--- src/board_pkg.sv ---
`default_nettype none

package board_pkg;

   // =========================================================================
   // Front panel timing and widths
   // =========================================================================

   localparam int PC_WIDTH        = 14;
   localparam int DEBOUNCE_CYCLES = 16;   // Stable clocks before a button counts.
   localparam int STEP_UNIT       = 4;    // Clocks per step-rate unit.
   localparam int SCAN_CYCLES     = 8;    // Clocks each display digit is lit.

   // Taken instead of pc+1 when an interrupt is pending at cycle end.
   localparam logic [PC_WIDTH-1:0] INT_VECTOR = 14'h0040;

   // =========================================================================
   // Panel buses
   // =========================================================================

   // Slide switch configuration.
   typedef struct packed {
      logic [3:0] step_rate;   // Step period, in STEP_UNIT clocks, minus one.
      logic [3:0] boot_page;   // Upper pc bits loaded on boot.
   } panel_cfg_t;

   // Debounced button controls. Boot and interrupt are strobes.
   typedef struct packed {
      logic machine_reset;
      logic boot;
      logic halt;
      logic interrupt;
   } panel_ctl_t;

   // Micro-cycle phases, one-hot, walked in this order.
   typedef enum logic [4:0] {
      S_PREFETCH = 5'b00001,
      S_FETCH    = 5'b00010,
      S_DECODE   = 5'b00100,
      S_EXECUTE  = 5'b01000,
      S_WRITE    = 5'b10000
   } useq_state_t;

endpackage

`default_nettype wire

--- src/panel_regs.sv ---
`timescale 1ns/1ps
`default_nettype none

module panel_regs (
   input  logic                  clk50,
   input  logic                  reset,
   input  logic [7:0]            slideswitch,
   input  logic                  boot,
   output board_pkg::panel_cfg_t cfg
);

   logic [3:0] rate_q;
   logic [3:0] page_q;

   // Step rate tracks the switches live.
   always_ff @(posedge clk50)
   begin
      if (reset)
         rate_q <= '0;
      else
         rate_q <= slideswitch[3:0];
   end

   // Boot page is frozen at boot.
   always_ff @(posedge clk50)
   begin
      if (reset)
         page_q <= '0;
      else if (boot)
         page_q <= slideswitch[7:4];
   end

   assign cfg.step_rate = rate_q;

   // During the strobe the switches pass straight through, so the
   // sequencer loads the new page in the boot cycle itself.
   assign cfg.boot_page = boot ? slideswitch[7:4] : page_q;

endmodule

`default_nettype wire

--- config.mk ---
export PLATFORM = sky130hd
export DESIGN_NAME = panel_regs
export DESIGN_NICKNAME = d
export VERILOG_FILES = /design/src/board_pkg.sv /design/src/panel_regs.sv
export SDC_FILE = /design/constraint.sdc
export NUM_CORES = 1
export LEC_CHECK = 0
export BUFFER_PORTS_ARGS = -buffer_cell sky130_fd_sc_hd__clkbuf_2
export CORE_AREA = 2 2 39 41
export DETAILED_ROUTE_END_ITERATION = 7
export DIE_AREA = 0 0 41 43
export SLEW_MARGIN = 20
export SYNTH_ARGS = -nofsm -noshare
export SYNTH_HDL_FRONTEND = slang
export SYNTH_SLANG_ARGS = --single-unit
--- constraint.sdc ---
create_clock -name clk50 -period 0.8 [get_ports clk50]
set_input_delay 0 -clock clk50 [delete_from_list [all_inputs] [get_ports clk50]]
set_output_delay 0 -clock clk50 [all_outputs]
set_load 0.005 [all_outputs]
# Word-level counts from Yosys, hierarchy flattened
# Cells that the tools add are included.
[op_classes] n_mux=1
[ops] op="$mux 4" count=1
[word_totals] inputBits=11 out_inout_bits=8 ff_bits=8 wordCells=3

# Longest topological paths before layout
[logic_depth] ltp_word=1 mapped_depth=2

# Worst setup path after synthesis
# Ideal clock, no wire load.
[synth_timing] kind="register to register" startpoint="register, netlist name page_q[0]" endpoint="register page_q[0]" n_path_buf=0 arrival_time_ns=0.658 stages_incl_launch_ff=3 required_time_ns=0.686 path_slack_ns=0.028 path_cell_list="dfxtp_1 -> mux2_2 -> nor2b_1"
[synth_rtl] item="end signal, assigned" line="panel_regs.sv:30" text="page_q <= slideswitch[7:4];"
[synth_rtl] item="end, declared" line="panel_regs.sv:13" text="logic [3:0] page_q;"

==> results.txt <==
----------------------------------------------------
[Synth]
  Fraction of synthesized cell area in xor and xnor cells ... 0%
  Synth Register Bits ... 8
  Adder-cell share of the synthesized area ... 0%
  Post-synthesis sequential area ratio ... 62.7%
  Post-Synth Simple-Gate Area ... 19.6%
  Main combinational cell family by area after synthesis ... simple AND/OR/NAND/NOR gates
  Netlist cell types ... 3
  Post-synthesis instance area ... 255 sq um
  Fraction of synthesized area in multiplexers ... 17.6%
  Average cell area after synthesis ... 12.8 sq um
  Post-Syn Nets ... 31
  Fraction of the mapped netlist area in compound gates ... 0%
  Cells after Synth ... 20
  Syn. warnings ... 0

[Flow run]
  Max-cap violation count ... 0

[Floorplanning]
  Initial core utilization ... 18.4%
  Die Area ... 1760 sq um
  Die X ... 41 um
  Core region area ... 1380 sq um
  FP Rows ... 14
  IO Pins ... 19
  Die height ... 43 um

[Setup path]
  WP data required ... 800 ps
  Category of the critical setup timing path ... flop to output pin
  R2R setup slack ... -110 ps
  Critical path data arrival time ... 930 ps
  Max incr delay on CP ... 290 ps
  Crit start category ... flop
  Endpoint class of the critical path ... output pin
  Crit-path leading delay family ... flip-flops
  Worst Path Buf+Inv ... 1
  Critical path cell sequence ... mux2_4, buf_6
  Cell at the slowest stage of the critical path ... dfxtp_1
  Largest driver fanout on the critical path ... 2

[Route]
  Number of vias per cell after detailed routing ... 3.71
  Routed length per instance ... 8.98 um
  Drt initial violations ... 1
  Total Routed Length ... 557 um
  DR DRC count ... 0
  Remaining antenna violation count ... 0
  Vias after detailed routing ... 230
  Number of search-and-repair iterations in the first detailed-routing pass ... 3

[Run status]
  Outcome ... finished, violations left
  Violated checks ... setup timing

[Power]
  Switching share of power ... 20.5%
  Power share of the combinational group ... 15.8%
  Internal Dissipation ... 686 uW
  Worst-case vdd ir drop ... 0.674 mV
  Leakage power ... 0.000228 uW
  Power density of the placed cells ... 1880 nW/um^2
  Register share of total power ... 49.4%
  Clock share of power ... 34.8%
  Net switching power figure ... 177 uW

[CTS]
  Clock insertion delay at the later pin of the skew report ... 250 ps
  Count of H-tree levels built during CTS ... 1
  Number of buffers created by CTS ... 3
  Buffer type at the clock tree root ... clkbuf_4
  TritonCTS clock tree ... built
  Clock-pin slew on the worst setup and hold paths ... 50 ps
  Clock buffer depth ... 2
  CTS sink cnt ... 8

[STA]
  Unrepaired setup endpoints after global routing ... yes
  Hold Violations, Final ... 0
  Slew Viols, Final ... 0
  Headroom to the max-slew limit ... 90.3%
  Maximum operating frequency ... 1080 MHz
  Final period utilization ... 116%
  Slew at the pin closest to its max-slew limit ... 145 ps
  Clk_skew ... 0 ps
  Minimum period implied by the final worst setup slack ... 928 ps
  Post-Route Setup TNS ... -589 ps
  Worst-case setup margin in the final layout ... -128 ps
  Setup Viol. Count Final ... 5

[Cells and area]
  Final core utilization ... 33.2%
  Number of nets in the finished design ... 59
  Post-synthesis to final-layout area growth ... 79.9%
  Diodes inserted ... 0
  Share of layout cells above drive strength 1 ... 56.5%
  Number of filler cells placed in the layout ... 142

[Global route]
  Number of global-route vias before repair ... 212
  First-pass GRT wire length ... 683 um
  Global routing usage on met2 ... 9.69%
  Initial antenna violation count ... 0
  GR Util met1 ... 4.89%
  Largest net degree at the start of global routing ... 9
  GR peak layer ... met4
  Remaining global-route overflow ... 0
  Global-route met3 utilization ... 3.14%
  GRT Overall Usage ... 6.75%

[Place]
  Quantity of I/O buffers inserted on ports ... 18
  Routability cong. ... 0.511

[Hold path]
  Class of the most critical hold timing path ... input port to flop

----------------------------------------------------
==> synthesized netlist by cell type, drive strengths merged <==
library cell / number / area share, %
dfxtp: 8 / 63
mux2: 4 / 18
nor2b: 8 / 20
==> through the flow <==
| stage | setup slack (ps) | hold slack [ps] | instance area, sq um | instances | power, uW |
|---|---|---|---|---|---|
| after floorplan | 27.8 | 71.6 | 255 | 20 | 474 |
| after global placement | 17.5 | 215 | 365 | 54 | 531 |
| after detailed placement | 6.32 | 215 | 365 | 54 | 533 |
| after CTS | -132 | 12.3 | 432 | 61 | 864 |
| after global routing | -162 | 28.9 | 459 | 62 | 914 |
| final | -128 | 16.2 | 459 | 62 | 863 |
==> layout by cell type (no fill, tap or decap) <==
cell type      netlist  final
dfxtp_1              8      8
clkbuf_2             0     16
buf_4                0      1
mux2_2               4      1
dlygate4sd3_1        0      4
buf_6                0      2
nor2b_1              8      8
mux2_4               0      3
clkbuf_4             0      3
==> final timing paths <==
check,start,end,depth (start not counted)
setup reg to reg,page_q[1],page_q[1],3
hold reg to reg,page_q[2],page_q[2],2
hold / removal,reset,rate_q[1],2
setup / recovery,page_q[3],cfg[3],2
==> repair_timing <==
action                                  CTS  global route
endpoints found under the hold margin     4             0
buffers inserted                          0             1
hold buffers                              4             0
endpoints found under the setup margin    5             7
gates resized for setup                   1             5
==> kinds of logic after synthesis <==
kind of cell / Yosys count
flops: 8
simple gates: 8
mux: 4
==> layer usage <==
layer | vias up | part of all wire [%]
met5 | - | 0
met4 | 0 | 0
met3 | 0 | 11
met2 | 15 | 50
met1 | 99 | 39
li1 | 116 | -
==> power groups by stage <==
| stage | registers, uW | clock network [uW] | logic [uW] |
|---|---|---|---|
| floorplan | 436 | 0 | 38.1 |
| global placement | 435 | 0 | 96.1 |
| detailed placement | 435 | 0 | 97.7 |
| CTS | 427 | 322 | 116 |
| global route | 428 | 336 | 150 |
| finish | 427 | 300 | 136 |
==> state kept, by name, indices dropped and copies added (netlist names) <==
name	flops
rate_q	4
page_q	4
==> cell type report <==
cell class | instances | area (sq um) | share of cell area, %
repair buffers | 23 | 150 | 32.7
flip-flops and latches | 8 | 160 | 34.9
clock buffers | 3 | 22.5 | 4.90
well taps | 16 | 20.0 | 4.36
multi-input cells | 12 | 106 | 23.2
No activity file was read; power rests on OpenSTA's default activity.
