## src/board_pkg.sv

```systemverilog
`default_nettype none

package board_pkg;

   // =========================================================================
   // Front panel timing and widths
   // =========================================================================

   localparam int PC_WIDTH        = 14;
   localparam int DEBOUNCE_CYCLES = 16;   // Stable clocks before a button counts.
   localparam int STEP_UNIT       = 4;    // Clocks per step-rate unit.
   localparam int SCAN_CYCLES     = 8;    // Clocks each display digit is lit.

   // Taken instead of pc+1 when an interrupt is pending at cycle end.
   localparam logic [PC_WIDTH-1:0] INT_VECTOR = 14'h0040;

   // =========================================================================
   // Panel buses
   // =========================================================================

   // Slide switch configuration.
   typedef struct packed {
      logic [3:0] step_rate;   // Step period, in STEP_UNIT clocks, minus one.
      logic [3:0] boot_page;   // Upper pc bits loaded on boot.
   } panel_cfg_t;

   // Debounced button controls. Boot and interrupt are strobes.
   typedef struct packed {
      logic machine_reset;
      logic boot;
      logic halt;
      logic interrupt;
   } panel_ctl_t;

   // Micro-cycle phases, one-hot, walked in this order.
   typedef enum logic [4:0] {
      S_PREFETCH = 5'b00001,
      S_FETCH    = 5'b00010,
      S_DECODE   = 5'b00100,
      S_EXECUTE  = 5'b01000,
      S_WRITE    = 5'b10000
   } useq_state_t;

endpackage

`default_nettype wire

```

## src/micro_sequencer.sv

```systemverilog
`timescale 1ns/1ps
`default_nettype none

module micro_sequencer (
   input  logic                           clk50,
   input  logic                           reset,
   input  board_pkg::panel_ctl_t          ctl,
   input  logic [3:0]                     boot_page,
   input  logic                           step,
   output logic [board_pkg::PC_WIDTH-1:0] pc,
   output board_pkg::useq_state_t         state,
   output logic                           machrun
);
   import board_pkg::*;

   logic started;       // Set by boot, cleared by machine reset.
   logic int_pending;
   logic advance;
   logic cycle_end;

   assign machrun   = started & ~ctl.halt;
   assign advance   = step & machrun;
   assign cycle_end = advance & (state == S_WRITE);

   always_ff @(posedge clk50)
   begin
      if (reset || ctl.machine_reset)
      begin
         started     <= 1'b0;
         int_pending <= 1'b0;
         state       <= S_PREFETCH;
         pc          <= '0;
      end
      else if (ctl.boot)
      begin
         started     <= 1'b1;
         int_pending <= 1'b0;
         state       <= S_PREFETCH;
         pc          <= {boot_page, {(PC_WIDTH - 4){1'b0}}};
      end
      else
      begin
         if (advance)
            state <= useq_state_t'({state[3:0], state[4]});   // Next phase.

         // =================================================================
         // End of micro-cycle
         // =================================================================
         if (cycle_end)
         begin
            if (int_pending)
               pc <= INT_VECTOR;
            else
               pc <= pc + 1'b1;
         end

         // An interrupt in the taking cycle waits for the next cycle end.
         if (cycle_end)
            int_pending <= ctl.interrupt;
         else if (ctl.interrupt)
            int_pending <= 1'b1;
      end
   end

   a_state_onehot: assert property (@(posedge clk50) disable iff (reset)
      $onehot(state))
      else $error("micro-cycle state not one-hot: %b", state);

endmodule

`default_nettype wire

```

## config.mk

```make
export PLATFORM = sky130hd
export DESIGN_NAME = micro_sequencer
export DESIGN_NICKNAME = d
export VERILOG_FILES = /design/src/board_pkg.sv /design/src/micro_sequencer.sv
export SDC_FILE = /design/constraint.sdc
export NUM_CORES = 1
export LEC_CHECK = 0
export BUFFER_PORTS_ARGS = -buffer_cell sky130_fd_sc_hd__buf_2
export CAP_MARGIN = 40
export CORE_MARGIN = 2
export CORE_UTILIZATION = 50
export CTS_CLUSTER_DIAMETER = 120
export CTS_CLUSTER_SIZE = 30
export DETAILED_ROUTE_END_ITERATION = 7
export GPL_TIMING_DRIVEN = 0
export PLACE_DENSITY = 0.74
export SYNTH_ARGS = -nofsm -noshare
export SYNTH_HDL_FRONTEND = slang
export SYNTH_SLANG_ARGS = --single-unit
```

## constraint.sdc

```tcl
create_clock -name clk50 -period 1.95 [get_ports clk50]
set_clock_uncertainty 0.2 [all_clocks]
set_input_delay 0.195 -clock clk50 [delete_from_list [all_inputs] [get_ports clk50]]
set_output_delay 0.195 -clock clk50 [all_outputs]
set_load 0.05 [all_outputs]
```

# Word level (Yosys, flattened, before mapping)

Cells that the tools add are included.

Add/subtract/negate cells: 1
Bitwise logic cells: 4
Equal/unequal tests: 1
Multiplexer cells: 5
Reductions and logical operators: 4

Operators with widths:

| operator                                                        | number |
|---|---|
| 14-bit 2-to-1 mux                                               | 3 |
| 14-bit by 1-bit adder with 14-bit output, second input constant | 1 |
| 5-bit equality test, second input constant                      | 1 |
| 2-bit nonzero test                                              | 2 |
| 1-bit AND                                                       | 3 |
| 1-bit 2-to-1 mux                                                | 2 |
| 2-bit OR reduction                                              | 1 |
| 1-bit logical OR                                                | 1 |
| 1-bit inverter                                                  | 1 |

Output and inout port bits: 20
Input bits: 11
Register bits after elaboration: 21
Word-level logic and storage cells: 20

# Longest topological paths before layout

Depth in word-level cells: 6
Mapped depth: 6
Depth with buffers taken out: 5

# Worst setup path after synthesis

OpenSTA, ideal clock, no wires.

Path kind: flip-flop to flip-flop
Start: reg pc[0] in the netlist's numbering
End: reg pc[12] in the netlist's numbering
Path buffers: 0
Slack: -0.138 ns
Arrival: 1.771 ns
Cell stages (with the launch flop): 6
Clock period less this slack: 2.088 ns
Data required time: 1.633 ns
Library setup time: 0.117 ns
Path through: dfxtp_1 ha_1 inv_1 nor4_1 xor2_1 a32o_1

Word-level cells in the longest chain between the ends: 4

RTL lines:

| what                                     | RTL line              | text |
|---|---|---|
| start: declaration                       | micro_sequencer.sv:10 | `output logic [board_pkg::PC_WIDTH-1:0] pc,` |
| start signal: assignment                 | micro_sequencer.sv:39 | `pc <= {boot_page, {(PC_WIDTH - 4){1'b0}}};` |
| start signal: assignment                 | micro_sequencer.sv:54 | `pc <= pc + 1'b1;` |
| 14-bit by 1-bit adder with 14-bit output | micro_sequencer.sv:54 |  |
| 14-bit 2-to-1 mux                        | micro_sequencer.sv:51 | `if (int_pending)` |
| 14-bit 2-to-1 mux                        | micro_sequencer.sv:49 | `if (cycle_end)` |
| 14-bit 2-to-1 mux                        | micro_sequencer.sv:34 | `else if (ctl.boot)` |

Every way passes these cells. The select of a mux whose other input is x is not followed.
A chain may end at the register's enable or synchronous reset.

# Worst setup path in the final report

Start: reg state[2]
End: reg pc[3] in the netlist's numbering

Word-level cells in the longest chain between the ends: 2

RTL lines:

| what                     | RTL line              | text |
|---|---|---|
| start: declaration       | micro_sequencer.sv:11 | `output board_pkg::useq_state_t state,` |
| start signal: assignment | micro_sequencer.sv:44 | `state <= useq_state_t'({state[3:0], state[4]});` |
| 5-bit equality test      | micro_sequencer.sv:23 | `assign cycle_end = advance & (state == S_WRITE);` |
| 1-bit AND                | micro_sequencer.sv:23 |  |

Every way passes these cells.

==> flow_summary.toml <==
[worst_setup_path]
crit_fanout = 9
cp-start-kind = "flop"
cp.arrival_ps = 1810
crit_type = "flop to flop"
critPathRequiredTime_ps = 1940
critPathCaptureType = "flop"

[cts]
numCtsBuffers = 3
clockBufferDepth = 2
clk_latency_ps = 290
path_clk_slew_ps = 110
cts-root-buf = "clkbuf_4"
clkSinkCount = 21
tritoncts = "done"
h-tree-depth = 1

[detailed_routing]
routed_wl_um = 2530
drtPass1Iterations = 4
antenna_left = 0
via_count = 1059
met2_length_um = 1250
drt_iter0_markers = 13
drc_errors = 0
drt-met1-wl_um = 1180
top_layer = "met4"
viasPerCell = 5.54
avgRoutedWirePerCell_um = 13.2
dr_wl_met3_um = 86

[placement]
dp_cells = 181
io_buffers = 30
gp_congestion = 0.771
dpl_worst_slack_ps = 44.6
hpwl_um = 1870

[synthesis]
synthArstFlopShare_pct = 0
ys_seq_elements = 21
synthDistinctLibCells = 39
yosysTopAreaCellShare_pct = 39.2
synth_area_um2 = 1070
syn_inst = 124
syn_avg_cell_area_um2 = 8.65
synth_edf_count = 0
ys.flop_type = "dfxtp_1"
synth_area_leaders = "dfxtp_1 39%, mux2i_1 5.6%, nor2_1 4.9%, xor2_1 4.9%, nand4_1 4.7%"
ys_warn_count = 0
yosys.area.top_type = "dfxtp_1"
ys_seq_area_share_pct = 39.2
synthesis.nets = 136

[cells_and_area]
drive_gt1_share_pct = 36.0
fin_nets = 177
fin_util_pct = 68.3
final_common_cell = "buf_2"
final_cells = 191
layout_common_cells = "32 x buf_2, 13 x nor2_1, 11 x nand2_1, 11 x dfxtp_1, 10 x dfxtp_2"
area_growth_pct = 27.5
antennaDiodeCount = 0

[floorplanning]
ios = 31
coreArea_um2 = 2000
die_width_um = 50.3
initial_core_util_pct = 53.6
rows = 16
die_y_um = 50.3
die_area_um2 = 2530

[power_and_ir_drop]
p_seq_share_pct = 62.0
p_sw_share_pct = 23.5
p_leak_nw = 0.579
p_comb_share_pct = 9.4
ir_drop_mv = 0.363
p_clk_share_pct = 28.6
p_per_area_nw_per_um2 = 516
p_sw_mw = 0.166
p_int_mw = 0.540

[min_path]
hp-class = "input pin to flop"

[global_route]
grt_pass1_wl_um = 4270
antenna_found_initial = 0
grt_util_all_layers_pct = 21.6
grt_overflow = 0
grt_max_degree = 12
grt_pass1_vias = 976

[timing]
period_minus_slack_ps = 1820
fin_ws_ps = 130
tns_ps = 0
slew_headroom_pct = 72.8
worstMarginPinSlew_ps = 409
post-route-period-util_pct = 93.4
hold_viol_final = 0
slew_violations = 0
rsz0062_at_grt = "false"
fmax_ghz = 0.549
setup_viol = 0

[run]
max-cap-violations = 0

[status]
status = "completed"
-- stage by stage --
step / hold slack, ps / power [mW] / area [um2]
after CTS: 6.82 / 0.714 / 1350
after global placement: 209 / 0.502 / 1270
after detailed placement: 209 / 0.504 / 1270
final: 9.45 / 0.706 / 1370
after global routing: 22.1 / 0.742 / 1370
after floorplan: 105 / 0.482 / 1090
-- worst max-delay path, cell delays in order, from the launching register on --
cell and delay (ps):
dfxtp_2 360, nor4b_4 390, and2_2 200, buf_2 170, a21o_1 130, buf_2 210, nor2_1 70
-- flip-flops by register name, summed over array words and instances, names as in the netlist --
register     cells
state            5
started          1
int_pending      1
pc              14
-- logic make-up after synthesis --
kind of cell	synth area share [%]
flops	39.2
simple gates	32.0
compound gates	12.6
mux	5.60
fa+ha+maj	1.17
buf+inv	3.73
xor+xnor	5.72
-- cells in the mapped netlist (2+ instances only) --
master,instances
buf_2,2
clkbuf_1,2
nor3_1,3
nand4_1,8
a21oi_1,4
dfxtp_1,21
nor2_1,14
and3_1,3
nor4_1,3
nand2_1,12
xor2_1,6
nand3_1,5
inv_1,3
a32o_1,2
mux2i_1,6
o21ai_0,6
and2_1,2
-- per-layer routing --
| layer | global-route usage, % | vias up |
|---|---|---|
| met5 | 0 | - |
| met2 | 37.9 | 20 |
| met1 | 27.7 | 502 |
| li1 | - | 535 |
| met3 | 2.98 | 2 |
| met4 | 5.41 | 0 |
-- final timing paths --
kind                            startpoint       end  slack [ps]  depth (start not counted)
worst min-delay path                ctl[3]   started           9                          3
worst max register to register    state[2]     pc[3]         130                          6
worst max-delay path              state[2]     pc[3]         130                          6
worst min register to register    state[4]  state[0]         310                          2
-- timing repair --
action,CTS,global route
gates resized for setup,0,4
hold buffers,5,0
setup buffers,0,1
setup endpoints to repair,0,13
hold endpoints to repair,4,0
-- power by group through the flow --
stage	Clock [mW]	Combinational (mW)	Sequential, mW
global route	0.230	0.0724	0.439
detailed placement	0	0.0561	0.448
finish	0.202	0.0666	0.438
CTS	0.213	0.0634	0.438
global placement	0	0.0547	0.447
floorplan	0	0.0246	0.458
-- final cells by class --
| class | instances | area, um2 |
|---|---|---|
| fill | 176 | 634 |
| multi-input combinational | 95 | 627 |
| sequential | 21 | 433 |
| timing repair buffer | 36 | 208 |
| tap | 27 | 33.8 |
| buffer | 5 | 28.8 |
| clock buffer | 4 | 26.3 |
| inverter | 3 | 11.3 |
Power figures use the tool's default switching activity.
