`src/board_pkg.sv`:
```
`default_nettype none

package board_pkg;

   // =========================================================================
   // Front panel timing and widths
   // =========================================================================

   localparam int PC_WIDTH        = 14;
   localparam int DEBOUNCE_CYCLES = 16;   // Stable clocks before a button counts.
   localparam int STEP_UNIT       = 4;    // Clocks per step-rate unit.
   localparam int SCAN_CYCLES     = 8;    // Clocks each display digit is lit.

   // Taken instead of pc+1 when an interrupt is pending at cycle end.
   localparam logic [PC_WIDTH-1:0] INT_VECTOR = 14'h0040;

   // =========================================================================
   // Panel buses
   // =========================================================================

   // Slide switch configuration.
   typedef struct packed {
      logic [3:0] step_rate;   // Step period, in STEP_UNIT clocks, minus one.
      logic [3:0] boot_page;   // Upper pc bits loaded on boot.
   } panel_cfg_t;

   // Debounced button controls. Boot and interrupt are strobes.
   typedef struct packed {
      logic machine_reset;
      logic boot;
      logic halt;
      logic interrupt;
   } panel_ctl_t;

   // Micro-cycle phases, one-hot, walked in this order.
   typedef enum logic [4:0] {
      S_PREFETCH = 5'b00001,
      S_FETCH    = 5'b00010,
      S_DECODE   = 5'b00100,
      S_EXECUTE  = 5'b01000,
      S_WRITE    = 5'b10000
   } useq_state_t;

endpackage

`default_nettype wire

```
`src/hex_display.sv`:
```
`timescale 1ns/1ps
`default_nettype none

module hex_display (
   input  logic        clk50,
   input  logic        reset,
   input  logic [13:0] pc,
   output logic [7:0]  sevenseg,
   output logic [3:0]  sevenseg_an
);
   import board_pkg::*;

   logic [$clog2(SCAN_CYCLES)-1:0] scan_cnt;
   logic [1:0]                     digit;
   logic [3:0]                     nibble;

   // Segments gfedcba, active low.
   function automatic logic [6:0] hex_segments(input logic [3:0] value);
      case (value)
         4'h0:    hex_segments = 7'b1000000;
         4'h1:    hex_segments = 7'b1111001;
         4'h2:    hex_segments = 7'b0100100;
         4'h3:    hex_segments = 7'b0110000;
         4'h4:    hex_segments = 7'b0011001;
         4'h5:    hex_segments = 7'b0010010;
         4'h6:    hex_segments = 7'b0000010;
         4'h7:    hex_segments = 7'b1111000;
         4'h8:    hex_segments = 7'b0000000;
         4'h9:    hex_segments = 7'b0010000;
         4'ha:    hex_segments = 7'b0001000;
         4'hb:    hex_segments = 7'b0000011;
         4'hc:    hex_segments = 7'b1000110;
         4'hd:    hex_segments = 7'b0100001;
         4'he:    hex_segments = 7'b0000110;
         default: hex_segments = 7'b0001110;
      endcase
   endfunction

   // Digit scan.
   always_ff @(posedge clk50)
   begin
      if (reset)
      begin
         scan_cnt <= '0;
         digit    <= 2'd0;
      end
      else if (scan_cnt == SCAN_CYCLES - 1)
      begin
         scan_cnt <= '0;
         digit    <= digit + 1'b1;
      end
      else
         scan_cnt <= scan_cnt + 1'b1;
   end

   always_comb
   begin
      case (digit)
         2'd0:    nibble = pc[3:0];
         2'd1:    nibble = pc[7:4];
         2'd2:    nibble = pc[11:8];
         default: nibble = {2'b00, pc[13:12]};
      endcase
   end

   // Anode and segments registered together so they stay aligned.
   always_ff @(posedge clk50)
   begin
      sevenseg <= {1'b1, hex_segments(nibble)};   // Dot off.
      if (reset)
         sevenseg_an <= 4'b1110;
      else
         sevenseg_an <= ~(4'b0001 << digit);
   end

   a_one_anode: assert property (@(posedge clk50) disable iff (reset)
      $onehot(~sevenseg_an))
      else $error("anodes not one-hot low: %b", sevenseg_an);

endmodule

`default_nettype wire

```
`config.mk`:
```
export PLATFORM = sky130hd
export DESIGN_NAME = hex_display
export DESIGN_NICKNAME = d
export VERILOG_FILES = /design/src/board_pkg.sv /design/src/hex_display.sv
export SDC_FILE = /design/constraint.sdc
export NUM_CORES = 1
export LEC_CHECK = 0
export BUFFER_PORTS_ARGS = -buffer_cell sky130_fd_sc_hd__buf_4
export CAP_MARGIN = 10
export CORE_MARGIN = 2
export CORE_UTILIZATION = 48
export CTS_CLUSTER_DIAMETER = 60
export DETAILED_ROUTE_END_ITERATION = 10
export PLACE_DENSITY = 0.78
export SYNTH_ARGS = -nofsm -noshare
export SYNTH_HDL_FRONTEND = slang
export SYNTH_SLANG_ARGS = --single-unit
```
`constraint.sdc`:
```
create_clock -name clk50 -period 2.43 [get_ports clk50]
set_input_delay 0.486 -clock clk50 [delete_from_list [all_inputs] [get_ports clk50]]
set_output_delay 0.486 -clock clk50 [all_outputs]
set_load 0.01 [all_outputs]
```
# --- Word level (Yosys, flattened, before mapping) ---
# Memories as Yosys holds them, arrays and structs flattened. A register that Yosys moved wholly into a read port is not among the register bits.
# Cells that the tools add are included.
# Widths: inputs -> output; s select.
word_totals:
  register_bits: 9
  rom_bits: 112
  in_bits: 16
  memories: 1
classes:
  add_sub_neg: 2
  n_eq_ne: 3
  n_shift: 1
  muxes: 1
  bitwise: 1
  n_reduce_logical: 2
memory_table:
  columns: ["name", "depth", "width", "rd", "rd_ports_with_merged_regs", "write_ports", "line_no", "source"]
  rows:
  - ["(name not given)", 16, 7, 1, 1, 0, "hex_display.sv:19", "case (value)"]
op_table:
  columns: ["operator", "n"]
  rows:
  - ["$pmux 4 s3", 1]
  - ["$not 4->4", 1]
  - ["$shl 1x2->4 const A", 1]
  - ["$add 3x1->3 const B", 1]
  - ["$eq 3x3->1 const B", 1]
  - ["$add 2x1->2 const B", 1]
  - ["$eq 2x1->1 const B", 1]
  - ["$eq 2x2->1 const B", 1]
  - ["$logic_not 2->1", 1]
  - ["$reduce_or 2->1", 1]

# --- Longest topological paths before layout ---
depth:
  word_depth: 2
  depth_mapped: 10
  mapped_depth_nobuf: 10

# --- Worst setup path before layout ---
# No wires, ideal clock.
synth_timing:
  kind: "reg-to-reg"
  from: "reg digit[0]"
  to: "reg sevenseg[3]"
  setup_time_ns: 0.117
  arrival_ns: 2.041
  required_ns: 2.313
  slack_ns: 0.272
  stages_incl_launch_ff: 9
  period_less_slack_ns: 2.158
  cell_sequence: "dfxtp_1 ha_1 clkbuf_1 mux2i_1 inv_1 ha_1 and3b_1 a21oi_2 o22a_1"
synth_between:
  elab_chain_cells: 2
  elab_cells_between_ends: 4
synth_lines:
  columns: ["element", "line_no", "source"]
  rows:
  - ["start: declaration", "hex_display.sv:14", "logic [1:0] digit;"]
  - ["start signal: assignment", "hex_display.sv:50", "digit <= digit + 1'b1;"]
  - ["$eq 2x2->1, or another cell as far along", "hex_display.sv:58", "case (digit)"]
  - ["$pmux 4 s3 *", "hex_display.sv:58", null]
  - ["end: declaration", "hex_display.sv:8", "output logic [7:0] sevenseg,"]
# Every way passes the cells marked *; elsewhere a longest branch is shown, timed or not.
# A chain may end at the register's enable or synchronous reset.

# --- Worst setup path after layout ---
# Same ends and word-level chain as after synthesis.

==> flow_metrics.py <==
metrics = {
    "placement": {
        "placed_area_um2": 1090,
        "dp_hpwl_mm": 1.41,
        "gp_congestion": 0.860,
        "port_buffers": 26,
    },
    "setup_path": {
        "cp-end-kind": "flip-flop",
        "r2r_cells": 9,
        "r2r_end": "sevenseg[3]",
        "worstSetupPathType": "reg2reg",
        "crit_path_frequent_cell": "ha_1",
        "worst-path-buf-inv": 2,
        "r2r_start": "digit[0]",
        "cp_slowest_cell": "a222oi_1",
        "cp_cell_sequence": "inv_1 > ha_1 > a222oi_1 > mux2i_2 > inv_2 > ha_1 > and3b_1 > a21oi_2 > o22a_1",
        "worstPathMaxFanout": 6,
        "slowest_delay_ps": 400,
        "path_delay_family": "compound AO/OA/AOI/OAI gates",
        "reg2reg_slack_ps": 200,
        "arrival_ps": 2450,
        "critPathLaunchType": "flip-flop",
        "crit_required_ps": 2650,
    },
    "clock_tree": {
        "clock_path_buffers": 2,
        "postCtsHoldBufs": 0,
        "cts_tree": "yes",
        "insertion_delay_ps": 280,
        "cts_sinks": 16,
        "htree_levels": 1,
        "path_clk_slew_ps": 90,
        "cts_buffers": 3,
        "cts_root_buf": "clkbuf_4",
    },
    "pwr": {
        "power_frac_clock": 0.299,
        "power.share.sequential": 0.503,
        "switching_share": 0.235,
        "combPwrFrac": 0.198,
        "power.internal_uw": 431,
        "ir_worst_vdd_mv": 0.214,
        "power.static_leakage_uw": 0.000551,
        "power_uw": 563,
        "p_switching_uw": 132,
        "power_density_nw_per_um2": 493,
    },
    "flow_run": {
        "max-cap-violations": 0,
    },
    "layout": {
        "drive_gt1_frac": 0.345,
        "nFillCells": 144,
        "fin_area_um2": 1140,
        "antennaDiodeCount": 0,
        "nets": 149,
        "final_util": 0.669,
        "area_growth_pct": 31.7,
    },
    "timing": {
        "finalSetupViolations": 0,
        "fmax_ghz": 0.448,
        "whs_ps": 413,
        "timing.setup.tns_ps": 0,
        "hold_viol": 0,
        "period_minus_slack_ps": 2230,
        "finalCritPeriodShare": 0.919,
        "report.final.slew_viol_count": 0,
        "rsz0062_at_grt": "no",
        "skew_ps": 9.29,
    },
    "global_routing": {
        "grt_util_met3": 0.0118,
        "grtUsageMet2": 0.286,
        "grt_remaining_overflow": 0,
        "antenna_found_initial": 0,
        "gr-usage-met1": 0.250,
        "grt_max_degree": 11,
        "grt_pass1_wl_mm": 2.87,
        "track_usage": 0.192,
        "grt_busiest_layer": "met2",
        "grt_pass1_vias": 687,
    },
    "detailed_routing": {
        "viasPerCell": 5.15,
        "wl_mm": 1.76,
        "ant_nets": 0,
        "drt_drc_violations_left": 0,
        "post_drt_wl_per_cell_um": 12.2,
        "drt_iter0_drc": 34,
        "drt_pass1_iterations": 4,
        "num_vias": 742,
    },
    "floorplanning": {
        "die_y_um": 46.5,
        "row_count": 15,
        "fp.coreArea_um2": 1710,
        "die_w_um": 46.5,
        "die_area_um2": 2160,
        "start_util": 0.508,
        "ioPinCount": 28,
    },
    "yosys": {
        "synth_xor_area_frac": 0.0202,
        "ys_seq_area_frac": 0.369,
        "ys_warn_count": 0,
        "synthAdderAreaFrac": 0.188,
        "synth_top_family_by_area": "adder cells",
        "ys_ff_latch": 16,
        "ys_types": 30,
        "synth_top_area_frac": 0.369,
        "synth_cells": 89,
        "yosys.area.top_type": "dfxtp_1",
        "syn_avg_cell_area_um2": 9.74,
        "synth.area.top_cells": "dfxtp_1 (37%), ha_1 (19%), mux2i_1 (5.8%)",
        "synth_mux_area_frac": 0.0577,
        "synth-simple-area-share": 0.137,
        "syn_nets": 118,
        "synth_compound_gate_area_share": 0.163,
        "synth_area_um2": 867,
    },
    "hold_path": {
        "hp-class": "in2reg",
        "hold_start": "reset",
        "hold_path_depth": 2,
        "holdPathEnd": "digit[0]",
    },
    "status": {
        "status": "complete, no violations",
    },
}
==> cell usage after synthesis <==
cell and number:
a21oi_1 3, a21oi_2 1, a222oi_1 3, a22oi_1 2
a31oi_1 1, and3b_1 2, and3b_2 1, buf_4 3
clkbuf_1 2, conb_1 1, dfxtp_1 16, ha_1 13
inv_1 6, mux2i_1 5, nand2_1 5, nand2b_1 3
nand3_1 1, nor2_1 4, nor3_1 1, nor3b_1 2
o21a_1 1, o21ai_0 1, o21ai_1 2, o22a_1 1
o22ai_1 3, o31ai_1 1, o32ai_1 1, or2_2 1
or2b_1 1, xnor2_1 2
==> how the worst max path moves through the flow <==
stage / startpoint / to / slack, ps / depth (start not counted)
floorplan: digit[0] / sevenseg[3] / 270 / 8
global placement: digit[1] / sevenseg[4] / 280 / 9
detailed placement: digit[0] / sevenseg[3] / 90 / 9
CTS: digit[0] / sevenseg[3] / 60 / 9
global route: digit[0] / sevenseg[3] / 20 / 9
finish: digit[0] / sevenseg[3] / 200 / 9
==> layer usage <==
metal / vias to the layer above / wire length, um
met1: 325 / 774
met3: 4 / 116
met4: 0 / 44
met2: 40 / 819
met5: - / 0
li1: 373 / -
==> final cells by class <==
class                   count  area, um2  share of cell area
flip-flops and latches     16        322               0.281
inverters                   6       22.5              0.0197
well taps                  25       31.3              0.0274
repair buffers             31        233               0.204
multi-input cells          62        498               0.436
clock buffers               4       36.3              0.0318
==> state kept, by name, summed over array words and instances (netlist names) <==
name,cells
sevenseg,7
sevenseg_an,4
scan_cnt,3
digit,2
==> kinds of logic (layout without fill, tap and decap cells) <==
kind of cell	count (synthesis)	in the layout
adder cells (fa/ha/maj)	13	13
other	1	1
AO/OA/AOI/OAI	20	20
AND/OR/NAND/NOR	21	21
multiplexers	5	5
XOR/XNOR	2	2
flip-flops	16	16
buffers and inverters	11	41
==> through the flow <==
| step | setup WS, ps | cells |
|---|---|---|
| after floorplan | 272 | 89 |
| after global placement | 284 | 138 |
| after detailed placement | 91.9 | 138 |
| after CTS | 61.4 | 142 |
| after global routing | 17.7 | 144 |
| final | 197 | 144 |
==> power groups by stage <==
| stage | combinational, uW | sequential, uW | clock (uW) |
|---|---|---|---|
| detailed placement | 108 | 289 | 0 |
| CTS | 108 | 283 | 174 |
| finish | 112 | 283 | 168 |
| floorplan | 54.8 | 295 | 0 |
| global placement | 105 | 289 | 0 |
| global route | 124 | 285 | 184 |
==> cells in the final DEF (no fill, tap or decap), drive strengths merged <==
| master | synthesis | routed |
|---|---|---|
| conb | 1 | 1 |
| o21ai | 3 | 3 |
| mux2i | 5 | 5 |
| nor3b | 2 | 2 |
| o22ai | 3 | 3 |
| nor2 | 4 | 4 |
| nand2b | 3 | 3 |
| a21oi | 4 | 4 |
| o21a | 1 | 1 |
| a222oi | 3 | 3 |
| inv | 6 | 6 |
| and3b | 3 | 3 |
| or2b | 1 | 1 |
| dfxtp | 16 | 16 |
| or2 | 1 | 1 |
| ha | 13 | 13 |
| o31ai | 1 | 1 |
| xnor2 | 2 | 2 |
| o32ai | 1 | 1 |
| nand3 | 1 | 1 |
| nand2 | 5 | 5 |
| a31oi | 1 | 1 |
| o22a | 1 | 1 |
| clkbuf | 2 | 4 |
| buf | 3 | 31 |
| a22oi | 2 | 2 |
| nor3 | 1 | 1 |
==> timing repair <==
item	in CTS	in global routing
endpoints found under the setup margin	0	4
buffers inserted	0	2
resized for setup	0	3
Note: power is estimated with default switching activity, not from simulation.
