$ cat src/board_pkg.sv
`default_nettype none

package board_pkg;

   // =========================================================================
   // Front panel timing and widths
   // =========================================================================

   localparam int PC_WIDTH        = 14;
   localparam int DEBOUNCE_CYCLES = 16;   // Stable clocks before a button counts.
   localparam int STEP_UNIT       = 4;    // Clocks per step-rate unit.
   localparam int SCAN_CYCLES     = 8;    // Clocks each display digit is lit.

   // Taken instead of pc+1 when an interrupt is pending at cycle end.
   localparam logic [PC_WIDTH-1:0] INT_VECTOR = 14'h0040;

   // =========================================================================
   // Panel buses
   // =========================================================================

   // Slide switch configuration.
   typedef struct packed {
      logic [3:0] step_rate;   // Step period, in STEP_UNIT clocks, minus one.
      logic [3:0] boot_page;   // Upper pc bits loaded on boot.
   } panel_cfg_t;

   // Debounced button controls. Boot and interrupt are strobes.
   typedef struct packed {
      logic machine_reset;
      logic boot;
      logic halt;
      logic interrupt;
   } panel_ctl_t;

   // Micro-cycle phases, one-hot, walked in this order.
   typedef enum logic [4:0] {
      S_PREFETCH = 5'b00001,
      S_FETCH    = 5'b00010,
      S_DECODE   = 5'b00100,
      S_EXECUTE  = 5'b01000,
      S_WRITE    = 5'b10000
   } useq_state_t;

endpackage

`default_nettype wire

$ cat src/panel_support.sv
`timescale 1ns/1ps
`default_nettype none

module panel_support (
   input  logic                  clk50,
   input  logic                  reset,
   input  logic [3:0]            button,
   output board_pkg::panel_ctl_t ctl
);
   import board_pkg::*;

   // Button 3 is reset, 2 is boot, 1 is halt toggle, 0 is interrupt.
   logic [3:0] sync_0;
   logic [3:0] sync_1;
   logic [3:0] stable;
   logic [3:0] stable_d;
   logic [3:0] rise;
   logic [$clog2(DEBOUNCE_CYCLES)-1:0] bounce_cnt [4];

   logic       mreset_q;
   logic       boot_q;
   logic       halt_q;
   logic       int_q;

   // Synchronisers and debounce counters.
   always_ff @(posedge clk50)
   begin
      if (reset)
      begin
         sync_0     <= '0;
         sync_1     <= '0;
         stable     <= '0;
         stable_d   <= '0;
         bounce_cnt <= '{default: '0};
      end
      else
      begin
         sync_0   <= button;
         sync_1   <= sync_0;
         stable_d <= stable;
         for (int i = 0; i < 4; i++)
         begin
            if (sync_1[i] == stable[i])
               bounce_cnt[i] <= '0;                // Bounce restarts the count.
            else if (bounce_cnt[i] == DEBOUNCE_CYCLES - 1)
            begin
               stable[i]     <= sync_1[i];
               bounce_cnt[i] <= '0;
            end
            else
               bounce_cnt[i] <= bounce_cnt[i] + 1'b1;
         end
      end
   end

   assign rise = stable & ~stable_d;

   // Panel controls, one clock after the debounced edge.
   always_ff @(posedge clk50)
   begin
      if (reset)
      begin
         mreset_q <= 1'b1;
         boot_q   <= 1'b0;
         halt_q   <= 1'b0;
         int_q    <= 1'b0;
      end
      else
      begin
         mreset_q <= stable[3];                    // Held as long as the button.
         boot_q   <= rise[2];
         int_q    <= rise[0];
         if (stable[3])
            halt_q <= 1'b0;
         else if (rise[1])
            halt_q <= ~halt_q;
      end
   end

   assign ctl = '{machine_reset: mreset_q, boot: boot_q, halt: halt_q, interrupt: int_q};

   a_boot_strobe: assert property (@(posedge clk50) disable iff (reset)
      ctl.boot |=> !ctl.boot)
      else $error("boot strobe held for two cycles");

   a_int_strobe: assert property (@(posedge clk50) disable iff (reset)
      ctl.interrupt |=> !ctl.interrupt)
      else $error("interrupt strobe held for two cycles");

endmodule

`default_nettype wire

$ cat config.mk
export PLATFORM = sky130hd
export DESIGN_NAME = panel_support
export DESIGN_NICKNAME = d
export VERILOG_FILES = /design/src/board_pkg.sv /design/src/panel_support.sv
export SDC_FILE = /design/constraint.sdc
export NUM_CORES = 1
export LEC_CHECK = 0
export BUFFER_PORTS_ARGS = -buffer_cell sky130_fd_sc_hd__buf_2
export CORE_MARGIN = 4
export CORE_UTILIZATION = 40
export DETAILED_ROUTE_END_ITERATION = 8
export SETUP_SLACK_MARGIN = 0.05
export SLEW_MARGIN = 20
export SYNTH_ARGS = -nofsm -noshare
export SYNTH_HDL_FRONTEND = slang
export SYNTH_SLANG_ARGS = --single-unit
$ cat constraint.sdc
create_clock -name clk50 -period 1.5 [get_ports clk50]
set_input_delay 0.225 -clock clk50 [delete_from_list [all_inputs] [get_ports clk50]]
set_output_delay 0.225 -clock clk50 [all_outputs]
set_load 0.02 [all_outputs]
# After elaboration in Yosys (flattened, before gate mapping)
# Index checks and enable logic that the tools add are counted.
dict set report classes {
  addsub 4
  n_reduce_logical 9
  eq_ne 8
  n_bitwise 7
}
# operator count
set ops {}
lappend ops {{4-bit by 1-bit adder with 4-bit output (second input constant)} 4}
lappend ops {{4-bit == test (second input constant)} 4}
lappend ops {{3-bit OR reduction} 4}
lappend ops {{2-bit AND reduction} 4}
lappend ops {{1-bit NOT} 5}
lappend ops {{1-bit == test} 4}
lappend ops {{3-bit AND} 1}
lappend ops {{3-bit NOT} 1}
lappend ops {{2-bit OR reduction} 1}
dict set report word_totals {
  in_bits 6
  wordCells 43
  register_bits 35
  output_inout_bits 4
}

# Logic depth before layout (Yosys ltp)
# Gate-level depths: netlist (run 1).
dict set report depth {
  word_depth 3
  mapped_depth 4
  depth_no_buf 4
}

# Least setup slack after synthesis (run 1)
# No wires, ideal clock.
dict set report synth_timing {
  path_kind {reg2reg}
  startpoint {register bounce_cnt[12] in the netlist's numbering}
  endpoint {register bounce_cnt[14] in the netlist's numbering}
  required_ps 1436
  arrival_time_ps 1155
  n_path_buf 0
  period_less_slack_ps 1219
  setup_slack_ps 281
  setup_ps 64
  path_stages_with_launch 5
  cell_sequence {dfxtp_1 > ha_1 > and3_4 > or3_4 > nor2_1}
}
dict set report synth_via {
  elab_chain_cells 2
  elab_cells_between_ends 3
  classes_between {add/sub (1); eq/ne (1); reduce/logical (1)}
}
# element line_no
set synth_rtl {}
lappend synth_rtl {{start: declaration} panel_support.sv:18} ;# logic [$clog2(DEBOUNCE_CYCLES)-1:0] bounce_cnt [4];
lappend synth_rtl {{start signal: indexed assignment} panel_support.sv:51} ;# bounce_cnt[i] <= bounce_cnt[i] + 1'b1;
lappend synth_rtl {{branches (longest 2 deep; another with 4-bit by 1-bit adder with 4-bit output)} --}
# Several ways; the timed one is not identified.
# A chain may end at the register's enable or synchronous reset.

# Worst setup path in the final report (run 1)
dict set report layout_timing {
  startpoint {register bounce_cnt[12] in the netlist's numbering}
  endpoint {register bounce_cnt[15] in the netlist's numbering}
}
# The elaborated chain is that of the path after synthesis.

==> results by group, run 1 <==
Run status
  • Status: complete, no violations

Timing
  • Count of endpoints failing setup in the final report: 0
  • Max-slew violation count: 0
  • Slew @ Worst Pin: ~0.33 ns
  • Hold Slack: approximately 0.095 ns
  • Slew headroom: between 70% and 80%
  • Clock Skew: 0.009391 ns
  • Final clock period utilization by the worst path: about 86%
  • Highest attainable clock frequency: between 0.7 and 0.8 GHz
  • Minimum period implied by the final worst setup slack: about 1.3 ns
  • Setup repair after global routing missed its margin: false
  • Fin. Hold Viols: 0
  • Final TNS setup: 0 ns

Setup path
  • Number of cell instances on the worst register-to-register path: 4
  • Crit. End Element: flip-flop
  • Flop2flop setup slack: a little over 0.2 ns
  • Top fanout value on the critical path: 4
  • Capture instance of the worst register-to-register path: bounce_cnt[15]
  • Worst setup path endpoint: bounce_cnt[15]
  • Worst setup path startpoint: bounce_cnt[12]
  • Critical path start-end classification: flip-flop to flip-flop
  • Arr. time, crit path: about 1.6 ns
  • Launching element type of the critical path: flip-flop
  • Crit path required time: approximately 1.8 ns
  • Launching point of the worst reg2reg path: bounce_cnt[12]

Power
  • Worst IR drop on VDD: around 720 uV
  • Leakage Power: around 0.57 nW
  • Power density of the placed cells: 1224 nW/um^2

Logic synthesis
  • Async set-reset flop share out of synthesis: 0%
  • Post-synth cell types: 17
  • Top cell type's share of synthesized area: a little under three fifths
  • Share of synthesized area occupied by flip-flops and latches: between 50% and 60%
  • Post-synth top flop: dfxtp_1
  • Synth Register Bits: 35
  • Area leader, netlist: dfxtp_1
  • Cell types with the largest area share after synthesis: dfxtp_1 (57%), nor2b_1 (7.1%), nor2_1 (6.1%)
  • Netlist Area Pre-Place: ~1200 um^2
  • Most used standard cells in the synthesized netlist: dfxtp_1 (35), nor2_1 (20), nor2b_1 (14)
  • Synthesized instance count: 114
  • Number of warnings printed during yosys synthesis: 0
  • Dominant cell by count in the synthesized netlist: dfxtp_1
  • Number of synthesized flops with an enable pin: 0
  • Syn Nets: around 120
  • Avg Synthesized Cell Area: around 11 um^2

Floorplanning
  • Starting density of the core: 43.33%
  • Chip width: ~64 um
  • Die Area: between 4000 and 5000 um^2
  • Die Span Y: ~64 um
  • Core region area: between 2000 and 3000 um^2
  • Top-level port count: 10
  • Cell row count: 19

Clock tree
  • Post-CTS Setup Inserts: 0
  • Clock buffer count from CTS: 5
  • TritonCTS clock tree: yes
  • Quantity of hold-fixing buffers added after cts: 0
  • Clock transition at the register clock pins on the worst setup and hold paths after CTS: 0.11 ns
  • CTS H-Tree Depth: 2
  • Deepest clock path buffer count: 2
  • Post_cts resized: 0
  • Number of sinks handled by clock tree synthesis: 35
  • Insertion delay of the later-clocked pin in the worst-skew pair: between 0.3 and 0.4 ns
  • Buffer type at the clock tree root: clkbuf_4

Global route
  • Pin count of the biggest net entering global routing: 22
  • Gr usage total: about 9.8%
  • Via count of the first global-routing pass: slightly above 700
  • Global-route wire length before repair: 2918 um
  • Overflow left after global routing: 0
  • Number of antenna violations at the first check in global routing: 0

Place
  • Routability congestion estimate from global placement: approximately 0.72
  • Post-detail-place hpwl: ~1100 um
  • Count of buffers from port buffering: 9
  • Placed insts: 148

Final layout
  • Count of placed standard cells in the final layout, fillers left out: ~160
  • Final standard cell utilization of the core: ~48%
  • Area growth from synthesis to final layout: 10.63%
  • Final layout net count: ~130
  • Number of inserted diodes: 0
  • Fraction of layout cells with a size suffix above 1: a little under a fifth
  • FILL cells: 273

Detailed routing
  • First-pass iteration count of the detailed router: 4
  • Antenna Violating Nets Remaining: 0
  • DRC: 0
  • Total routed wirelength: between 1500 and 2000 um
  • Detailed router's first-iteration violation count: 23
  • Via-per-instance ratio: approximately 4.6
  • Routed length per placed instance: 9.808 um
  • Via count: around 710

Hold path
  • Worst min-delay path category: primary input to flip-flop
  • Hold_sp: button[2]

Run
  • Count of maximum capacitance violations: 0
==> through the flow <==
step	setup WS (ns)	total power, W	instance area (um^2)
3_3_place_gp	0.2365	0.001009	1281
6_report	0.2039	0.001674	1368
4_1_cts	0.1915	0.001708	1368
2_1_floorplan	0.2808	0.001001	1236
5_1_grt	0.1193	0.001771	1368
3_5_place_dp	0.2136	0.001011	1281
==> cells in the final DEF, fill, tap and decap left out <==
master / instances
dfxtp_1: 35
nor2_1: 20
nor2b_1: 14
buf_2: 9
xnor2_1: 7
xor2_1: 6
nand3_1: 5
clkbuf_4: 5
inv_1: 4
mux2i_1: 4
ha_1: 4
and3_4: 3
or3_4: 3
and3b_1: 1
nand3b_1: 1
or2_2: 1
bufinv_16: 1
clkbuf_8: 1
clkinv_2: 1
==> power by group <==
group,internal (W),total (W),switching (W)
Clock,0.000394,0.000686,0.000292
Combinational,0.0000192,0.0000383,0.0000191
Sequential,0.000943,0.000950,0.00000640
Total,0.00136,0.00167,0.000318
==> sequential cells by signal, indices dropped and copies added (netlist names) <==
name / count
stable_d: 3
int_q: 1
bounce_cnt: 16
stable: 4
mreset_q: 1
halt_q: 1
boot_q: 1
sync_0: 4
sync_1: 4
==> cell type report <==
cell class                 count  area [um^2]  share of cell area, %
sequential                    35        700.7                  51.24
multi-input combinational     69        481.7                  35.22
clock buffer                   6        51.30                  3.751
timing repair buffer           9        45.04                  3.294
tap                           31        38.79                  2.836
clock inverter                 2        35.03                  2.562
inverter                       4        15.01                  1.098
==> layer usage <==
metal  wire length [um]  track usage [%]
met5                  0                0
met2                721            14.73
met3                113            6.217
met4                 25            6.469
met1                670            10.09
==> worst max-delay path, stage by stage, from the launching register on <==
cell and delay, ns:
dfxtp_1 0.34, ha_1 0.22, and3_4 0.19, or3_4 0.38, nor2_1 0.11
==> worst min-delay path by stage <==
stage | to | slack (ns) | cells past startpoint
2_1_floorplan | sync_0[0] | 0.35 | 1
3_3_place_gp | boot_q | 0.37 | 1
3_5_place_dp | boot_q | 0.38 | 1
4_1_cts | sync_0[2] | 0.08 | 2
5_1_grt | sync_0[3] | 0.07 | 2
6_report | sync_0[2] | 0.09 | 2
==> cells by family after synthesis <==
group | share of synthesized area (%)
multiplexers | 3.239
flip-flops | 56.68
adder cells (fa/ha/maj) | 4.049
AND/OR/NAND/NOR | 22.47
XOR/XNOR | 9.211
buffers and inverters | 4.351
(Power assumes the default switching activity.)
==> inputs of run 2 (changes only) <==
--- a/config.mk
+++ b/config.mk
@@ -8,7 +8,9 @@
 export BUFFER_PORTS_ARGS = -buffer_cell sky130_fd_sc_hd__buf_2
 export CORE_MARGIN = 4
 export CORE_UTILIZATION = 40
+export CTS_BUF_LIST = sky130_fd_sc_hd__clkbuf_4 sky130_fd_sc_hd__clkbuf_8 sky130_fd_sc_hd__clkbuf_16
 export DETAILED_ROUTE_END_ITERATION = 8
+export PLACE_DENSITY = 0.7
 export SETUP_SLACK_MARGIN = 0.05
 export SLEW_MARGIN = 20
 export SYNTH_ARGS = -nofsm -noshare
==> constraint.sdc (replaced) <==
create_clock -name clk50 -period 1.18 [get_ports clk50]
set_input_delay 0.177 -clock clk50 [delete_from_list [all_inputs] [get_ports clk50]]
set_output_delay 0.177 -clock clk50 [all_outputs]
set_load 0.02 [all_outputs]
==> run 2 against run 1 <==
Final cell count up 6.4%. Die area unchanged. Global-route usage up 0.089 points. Critical path type unchanged. Non-clock buffer count up 10. The flow now finishes with violations (negative setup slack). Highest routed layer unchanged. Clock power up 26%.
==> results by group, run 2 (synthesized netlist as in run 1, its figures left out) <==
Detailed routing
  • Total routed wirelength: 1687 um (was 1530 um)
  • Via-per-instance ratio: 4.578 (was 4.564)
  • DRC: 0 (unchanged)
  • Routed length per placed instance: 10.16 um (was 9.808 um)
  • Antenna Violating Nets Remaining: 0 (unchanged)
  • First-pass iteration count of the detailed router: 2 (was 4)
  • Detailed router's first-iteration violation count: 6 (was 23)
  • Via count: 760 (was 712)

Final layout
  • Register with the highest flop count: bounce_cnt (unchanged)
  • Number of inserted diodes: 0 (unchanged)
  • Final Cell Area: 1510 um^2 (was 1368 um^2)
  • Commonest non-fill, non-tap cell in the layout: dfxtp_1 (unchanged)
  • Largest register FFs: 16 (unchanged)
  • FILL cells: 270 (was 273)
  • Count of placed standard cells in the final layout, fillers left out: 166 (was 156)
  • Fraction of layout cells with a size suffix above 1: 37.78% (was 19.20%)
  • Commonest cells after routing, fill and taps aside: dfxtp_1 (29), nor2b_1 (14), nor2_1 (13) (was dfxtp_1 (35), nor2_1 (20), nor2b_1 (14))
  • Final layout net count: 144 (was 134)
  • Area growth from synthesis to final layout: 22.17% (was 10.63%)

Place
  • Placed insts: 149 (was 148)
  • Routability congestion estimate from global placement: 0.6537 (was 0.7161)
  • Cell area after placement: 1334 um^2 (was 1281 um^2)
  • Post-detail-place hpwl: 1178 um (was 1113 um)
  • Count of buffers from port buffering: 9 (unchanged)

Power
  • Worst IR drop on VDD: 745.0 uV (was 724.4 uV)
  • Power density of the placed cells: 1412 nW/um^2 (was 1224 nW/um^2)
  • Leakage Power: 0.6159 nW (was 0.5715 nW)
  • Total power draw: 0.002132 W (was 0.001674 W)

Timing
  • Slew @ Worst Pin: 0.2269 ns (was 0.3312 ns)
  • Final TNS setup: -0.02799 ns (was 0 ns)
  • Setup repair after global routing missed its margin: true (was false)
  • Final setup slack of the worst path: -0.02073 ns (was 0.2039 ns)
  • Fin. Hold Viols: 0 (unchanged)
  • Clock Skew: 0.008309 ns (was 0.009391 ns)
  • Minimum period implied by the final worst setup slack: 1.201 ns (was 1.296 ns)
  • Hold Slack: 0.06556 ns (was 0.09468 ns)
  • Highest attainable clock frequency: 0.8328 GHz (was 0.7715 GHz)
  • Slew headroom: 84.87% (was 77.92%)
  • Count of endpoints failing setup in the final report: 2 (was 0)
  • Max-slew violation count: 0 (unchanged)
  • Final clock period utilization by the worst path: 101.8% (was 86.41%)

Setup path
  • Top fanout value on the critical path: 4 (unchanged)
  • Worst setup path startpoint: bounce_cnt[1] (was bounce_cnt[12])
  • Crit. End Element: flip-flop (unchanged)
  • Critical path start-end classification: flip-flop to flip-flop (unchanged)
  • Arr. time, crit path: 1.46 ns (was 1.56 ns)
  • Launching element type of the critical path: flip-flop (unchanged)
  • Crit path required time: 1.44 ns (was 1.77 ns)
  • Launching point of the worst reg2reg path: bounce_cnt[1] (was bounce_cnt[12])

Global route
  • Via count of the first global-routing pass: 801 (was 714)
  • Overflow left after global routing: 0 (unchanged)
  • Number of antenna violations at the first check in global routing: 0 (unchanged)
  • Pin count of the biggest net entering global routing: 15 (was 22)
  • Global-route wire length before repair: 3174 um (was 2918 um)
  • Gr usage total: 9.922% (was 9.833%)

Clock tree
  • Number of sinks handled by clock tree synthesis: 35 (unchanged)
  • Deepest clock path buffer count: 2 (unchanged)
  • Buffer type at the clock tree root: clkbuf_4 (unchanged)
  • Quantity of hold-fixing buffers added after cts: 0 (unchanged)
  • TritonCTS clock tree: yes (unchanged)
  • Clock transition at the register clock pins on the worst setup and hold paths after CTS: 0.10 ns (was 0.11 ns)
  • Clock buffer count from CTS: 5 (unchanged)
  • Insertion delay of the later-clocked pin in the worst-skew pair: 0.31 ns (was 0.33 ns)
  • CTS H-Tree Depth: 2 (unchanged)

Floorplanning
  • Cell row count: 19 (unchanged)
  • Die Area: 4044 um^2 (unchanged)
  • Core region area: 2853 um^2 (unchanged)
  • Die Span Y: 63.59 um (unchanged)
  • Starting density of the core: 43.33% (unchanged)
  • Chip width: 63.59 um (unchanged)
  • Top-level port count: 10 (unchanged)

Run
  • Count of maximum capacitance violations: 0 (unchanged)

Hold path
  • Worst min-delay path category: primary input to flip-flop (unchanged)
  • Hold_sp: button[3] (was button[2])

Run status
  • Failing checks: negative setup slack
  • Status: finished, violations left (was complete, no violations)
==> run 2: cell count changes in the layout (fill, tap and decap cells not counted) <==
cell and change:
buf_4 +10, nor2_1 -7, nor2_2 +7, dfxtp_1 -6, dfxtp_2 +6, ha_1 -3, ha_4 +3, nand3_1 -1
nand3_2 +1
==> run 2: per-layer routing <==
metal,part of all wire [%],vias to the layer above,GRT usage [%],wire [um]
met2,53,9,17.60,898
met3,4.6,4,4.618,78
met1,41,352,9.913,692
met4,1.0,0,4.043,17
li1,-,395,-,-
met5,0,-,0,0
==> run 2: cell type report <==
cell class	count	area, um^2	share of cell area [%]
Clock buffer	6	51.30	3.397
Clock inverter	2	35.03	2.320
Inverter	4	15.01	0.9942
Sequential cell	35	708.2	46.89
Tap cell	31	38.79	2.568
Multi-Input combinational cell	69	541.8	35.87
Timing Repair Buffer	19	120.1	7.954
==> run 2: metrics by stage <==
step	setup slack (ns)	utilization [%]
final	-0.02073	52.94
after floorplan	0.03605	-
after CTS	-0.008484	51.97
after detailed placement	-0.01851	46.75
after global placement	0.009570	46.75
after global routing	-0.05053	52.94
==> run 2: timing repair <==
item,in CTS,in global routing
endpoints found under the setup margin,12,16
gates cloned,0,0
buffers inserted,8,1
pin swaps,7,2
resized for setup,1,7
==> run 2: worst max-delay path, cell delays in order (launching register included) <==
cell and delay (ns):
dfxtp_2 0.35, ha_4 0.15, and3_4 0.17, or3_4 0.36
nor2_2 0.10
==> run 2: final timing paths <==
| path | to | slack [ns] | cells past startpoint |
|---|---|---|---|
| setup / recovery | bounce_cnt[0] | -0.02 | 4 |
| setup reg to reg | bounce_cnt[0] | -0.02 | 4 |
| hold / removal | sync_0[3] | 0.07 | 2 |
| hold reg to reg | int_q | 0.39 | 1 |
==> run 2: power by group <==
part	total (W)	switching, W	internal, W	leakage [nW]
logic	0.0000597	0.0000286	0.0000311	0.280
registers	0.00121	0.00000951	0.00120	0.287
clock network	0.000863	0.000362	0.000501	0.0482
==> inputs of run 3 (changes only) <==
--- a/config.mk
+++ b/config.mk
@@ -10,6 +10,7 @@
 export CORE_UTILIZATION = 40
 export CTS_BUF_LIST = sky130_fd_sc_hd__clkbuf_4 sky130_fd_sc_hd__clkbuf_8 sky130_fd_sc_hd__clkbuf_16
 export DETAILED_ROUTE_END_ITERATION = 8
+export GPL_TIMING_DRIVEN = 0
 export PLACE_DENSITY = 0.7
 export SETUP_SLACK_MARGIN = 0.05
 export SLEW_MARGIN = 20
==> run 3 against run 2 <==
The run still ends with negative setup slack left. Routed wire length increased by 4.2%. Critical path depth unchanged. Clock skew increased by 0.0012 ns. Maximum frequency decreased by 1.5%. Register-to-register slack got worse by 0.02 ns. Critical path type unchanged.
==> results by group, run 3 (synthesized netlist as in run 1, its figures left out) <==
Run status
  • Status: finished, violations left (unchanged)
  • Failing checks: negative setup slack (unchanged)

Clock tree
  • Clock buffer count from CTS: 5 (unchanged)
  • Insertion delay of the later-clocked pin in the worst-skew pair: 0.31 ns (about the same)
  • CTS H-Tree Depth: 2 (unchanged)
  • Buffer type at the clock tree root: clkbuf_4 (unchanged)
  • Number of sinks handled by clock tree synthesis: 35 (unchanged)
  • TritonCTS clock tree: yes (unchanged)
  • Deepest clock path buffer count: 2 (unchanged)
  • Clock transition at the register clock pins on the worst setup and hold paths after CTS: 0.09 ns (was 0.10 ns)

Final layout
  • Final Cell Area: 1538 um^2 (was 1510 um^2)
  • Register with the highest flop count: bounce_cnt (unchanged)
  • Commonest non-fill, non-tap cell in the layout: dfxtp_1 (unchanged)
  • Final standard cell utilization of the core: 53.90% (was 52.94%)
  • Area growth from synthesis to final layout: 24.39% (was 22.17%)
  • Area of combinational cells with multiple inputs: 544.3 um^2 (was 541.8 um^2)
  • Fraction of layout cells with a size suffix above 1: 40.00% (was 37.78%)
  • Commonest cells after routing, fill and taps aside: dfxtp_1 (28), nor2b_1 (14), buf_4 (13) (was dfxtp_1 (29), nor2b_1 (14), nor2_1 (13))
  • Final layout net count: 149 (was 144)
  • Largest register FFs: 16 (unchanged)
  • Number of inserted diodes: 0 (unchanged)
  • FILL cells: 264 (was 270)
  • Register area: 709.4 um^2 (was 708.2 um^2)

Detailed routing
  • Antenna Violating Nets Remaining: 0 (unchanged)
  • First-pass iteration count of the detailed router: 2 (unchanged)
  • Routed length per placed instance: 10.28 um (was 10.16 um)
  • DRC: 0 (unchanged)
  • Via count: 794 (was 760)
  • Detailed router's first-iteration violation count: 3 (was 6)
  • Total routed wirelength: 1758 um (was 1687 um)
  • Via-per-instance ratio: 4.643 (was 4.578)

Place
  • Routability congestion estimate from global placement: 0.6262 (was 0.6537)
  • Cell area after placement: 1365 um^2 (was 1334 um^2)
  • Count of buffers from port buffering: 9 (unchanged)
  • Post-detail-place hpwl: 1244 um (was 1178 um)

Floorplanning
  • Chip width: 63.59 um (unchanged)
  • Die Span Y: 63.59 um (unchanged)
  • Die Area: 4044 um^2 (unchanged)
  • Cell row count: 19 (unchanged)
  • Top-level port count: 10 (unchanged)
  • Starting density of the core: 43.33% (unchanged)
  • Core region area: 2853 um^2 (unchanged)

Setup path
  • Launching element type of the critical path: flip-flop (unchanged)
  • Worst setup path startpoint: bounce_cnt[9] (was bounce_cnt[1])
  • Capture instance of the worst register-to-register path: bounce_cnt[10] (was bounce_cnt[0])
  • Arr. time, crit path: 1.47 ns (was 1.46 ns)
  • Crit path required time: 1.43 ns (was 1.44 ns)
  • Number of cell instances on the worst register-to-register path: 4 (unchanged)
  • Flop2flop setup slack: -0.04 ns (was -0.02 ns)
  • Launching point of the worst reg2reg path: bounce_cnt[9] (was bounce_cnt[1])
  • Worst setup path endpoint: bounce_cnt[10] (was bounce_cnt[0])
  • Critical path start-end classification: flip-flop to flip-flop (unchanged)
  • Top fanout value on the critical path: 4 (unchanged)
  • Crit. End Element: flip-flop (unchanged)

Hold path
  • Worst hold path cell count: 2 (unchanged)
  • Worst min-delay path category: primary input to flip-flop (unchanged)

Timing
  • Max-slew violation count: 0 (unchanged)
  • Fin. Hold Viols: 0 (unchanged)
  • Setup repair after global routing missed its margin: true (unchanged)
  • Highest attainable clock frequency: 0.8205 GHz (was 0.8328 GHz)
  • Minimum period implied by the final worst setup slack: 1.219 ns (was 1.201 ns)
  • Final TNS setup: -0.1853 ns (was -0.02799 ns)
  • Slew @ Worst Pin: 0.3851 ns (was 0.2269 ns)
  • Final setup slack of the worst path: -0.03874 ns (was -0.02073 ns)
  • Slew headroom: 74.33% (was 84.87%)
  • Final clock period utilization by the worst path: 103.3% (was 101.8%)
  • Clock Skew: 0.009467 ns (was 0.008309 ns)
  • Count of endpoints failing setup in the final report: 11 (was 2)

Global route
  • Number of antenna violations at the first check in global routing: 0 (unchanged)
  • Via count of the first global-routing pass: 833 (was 801)
  • Global-route wire length before repair: 3236 um (was 3174 um)
  • Overflow left after global routing: 0 (unchanged)
  • Pin count of the biggest net entering global routing: 11 (was 15)
  • Gr usage total: 10.25% (was 9.922%)

Power
  • Power density of the placed cells: 1297 nW/um^2 (was 1412 nW/um^2)
  • Leakage Power: 0.6317 nW (was 0.6159 nW)
  • Worst IR drop on VDD: 850.3 uV (was 745.0 uV)
  • Total power draw: 0.001995 W (was 0.002132 W)

Run
  • Count of maximum capacitance violations: 0 (unchanged)
-- run 3: cell count changes in the layout (fill, tap and decap cells not counted), sizes merged --
cell,delta
buf,+4
clkbuf,+3
clkinv,-1
bufinv,-1
-- run 3: layout make-up --
cell class / count / area share (%)
sequential: 35 / 46.14
multi-input combinational: 69 / 35.39
timing repair buffer: 18 / 7.730
clock buffer: 8 / 4.719
buffer: 6 / 2.522
tap: 31 / 2.522
inverter: 4 / 0.9764
-- run 3: layer usage --
metal | track usage, % | wire length (um) | vias up | share of wire, %
li1 | - | - | 405 | -
met1 | 10.11 | 711 | 375 | 40
met2 | 18.77 | 942 | 10 | 54
met3 | 3.730 | 73 | 4 | 4.2
met4 | 4.852 | 31 | 0 | 1.8
met5 | 0 | 0 | - | 0
-- run 3: where the power goes --
part	internal, W	switching [W]
sequential	0.00120	0.00000875
combinational	0.0000330	0.0000311
clock	0.000374	0.000348
total	0.00161	0.000388
-- run 3: worst min-delay path by stage --
stage                 from        end  slack [ns]
6_report         button[1]  sync_0[1]        0.07
5_1_grt          button[0]  sync_0[0]        0.06
4_1_cts          button[1]  sync_0[1]        0.06
3_5_place_dp   stable_d[0]      int_q        0.38
3_3_place_gp   stable_d[2]     boot_q        0.37
2_1_floorplan    button[0]  sync_0[0]        0.31
-- run 3: stage by stage --
stage	hold slack (ns)	worst slack [ns]	cells
4_1_cts	0.05981	-0.03622	167
6_report	0.07304	-0.03874	171
3_3_place_gp	0.3722	0.01039	154
3_5_place_dp	0.3807	-0.02695	154
5_1_grt	0.06034	-0.08326	171
2_1_floorplan	0.3052	0.03605	114
-- run 3: timing repair --
item / 4_1_cts / 5_1_grt
pin swaps: 4 / 2
hold buffers: 0 / 0
gates resized for setup: 0 / 12
setup buffers: 5 / 4
endpoints found under the hold margin: 0 / 0
endpoints found under the setup margin: 12 / 14
-- run 3: worst max-delay path, stage by stage (launching register included) --
cell     delay [ns]
dfxtp_2        0.34
ha_4           0.16
and3_4         0.16
or3_4          0.40
nor2_1         0.11
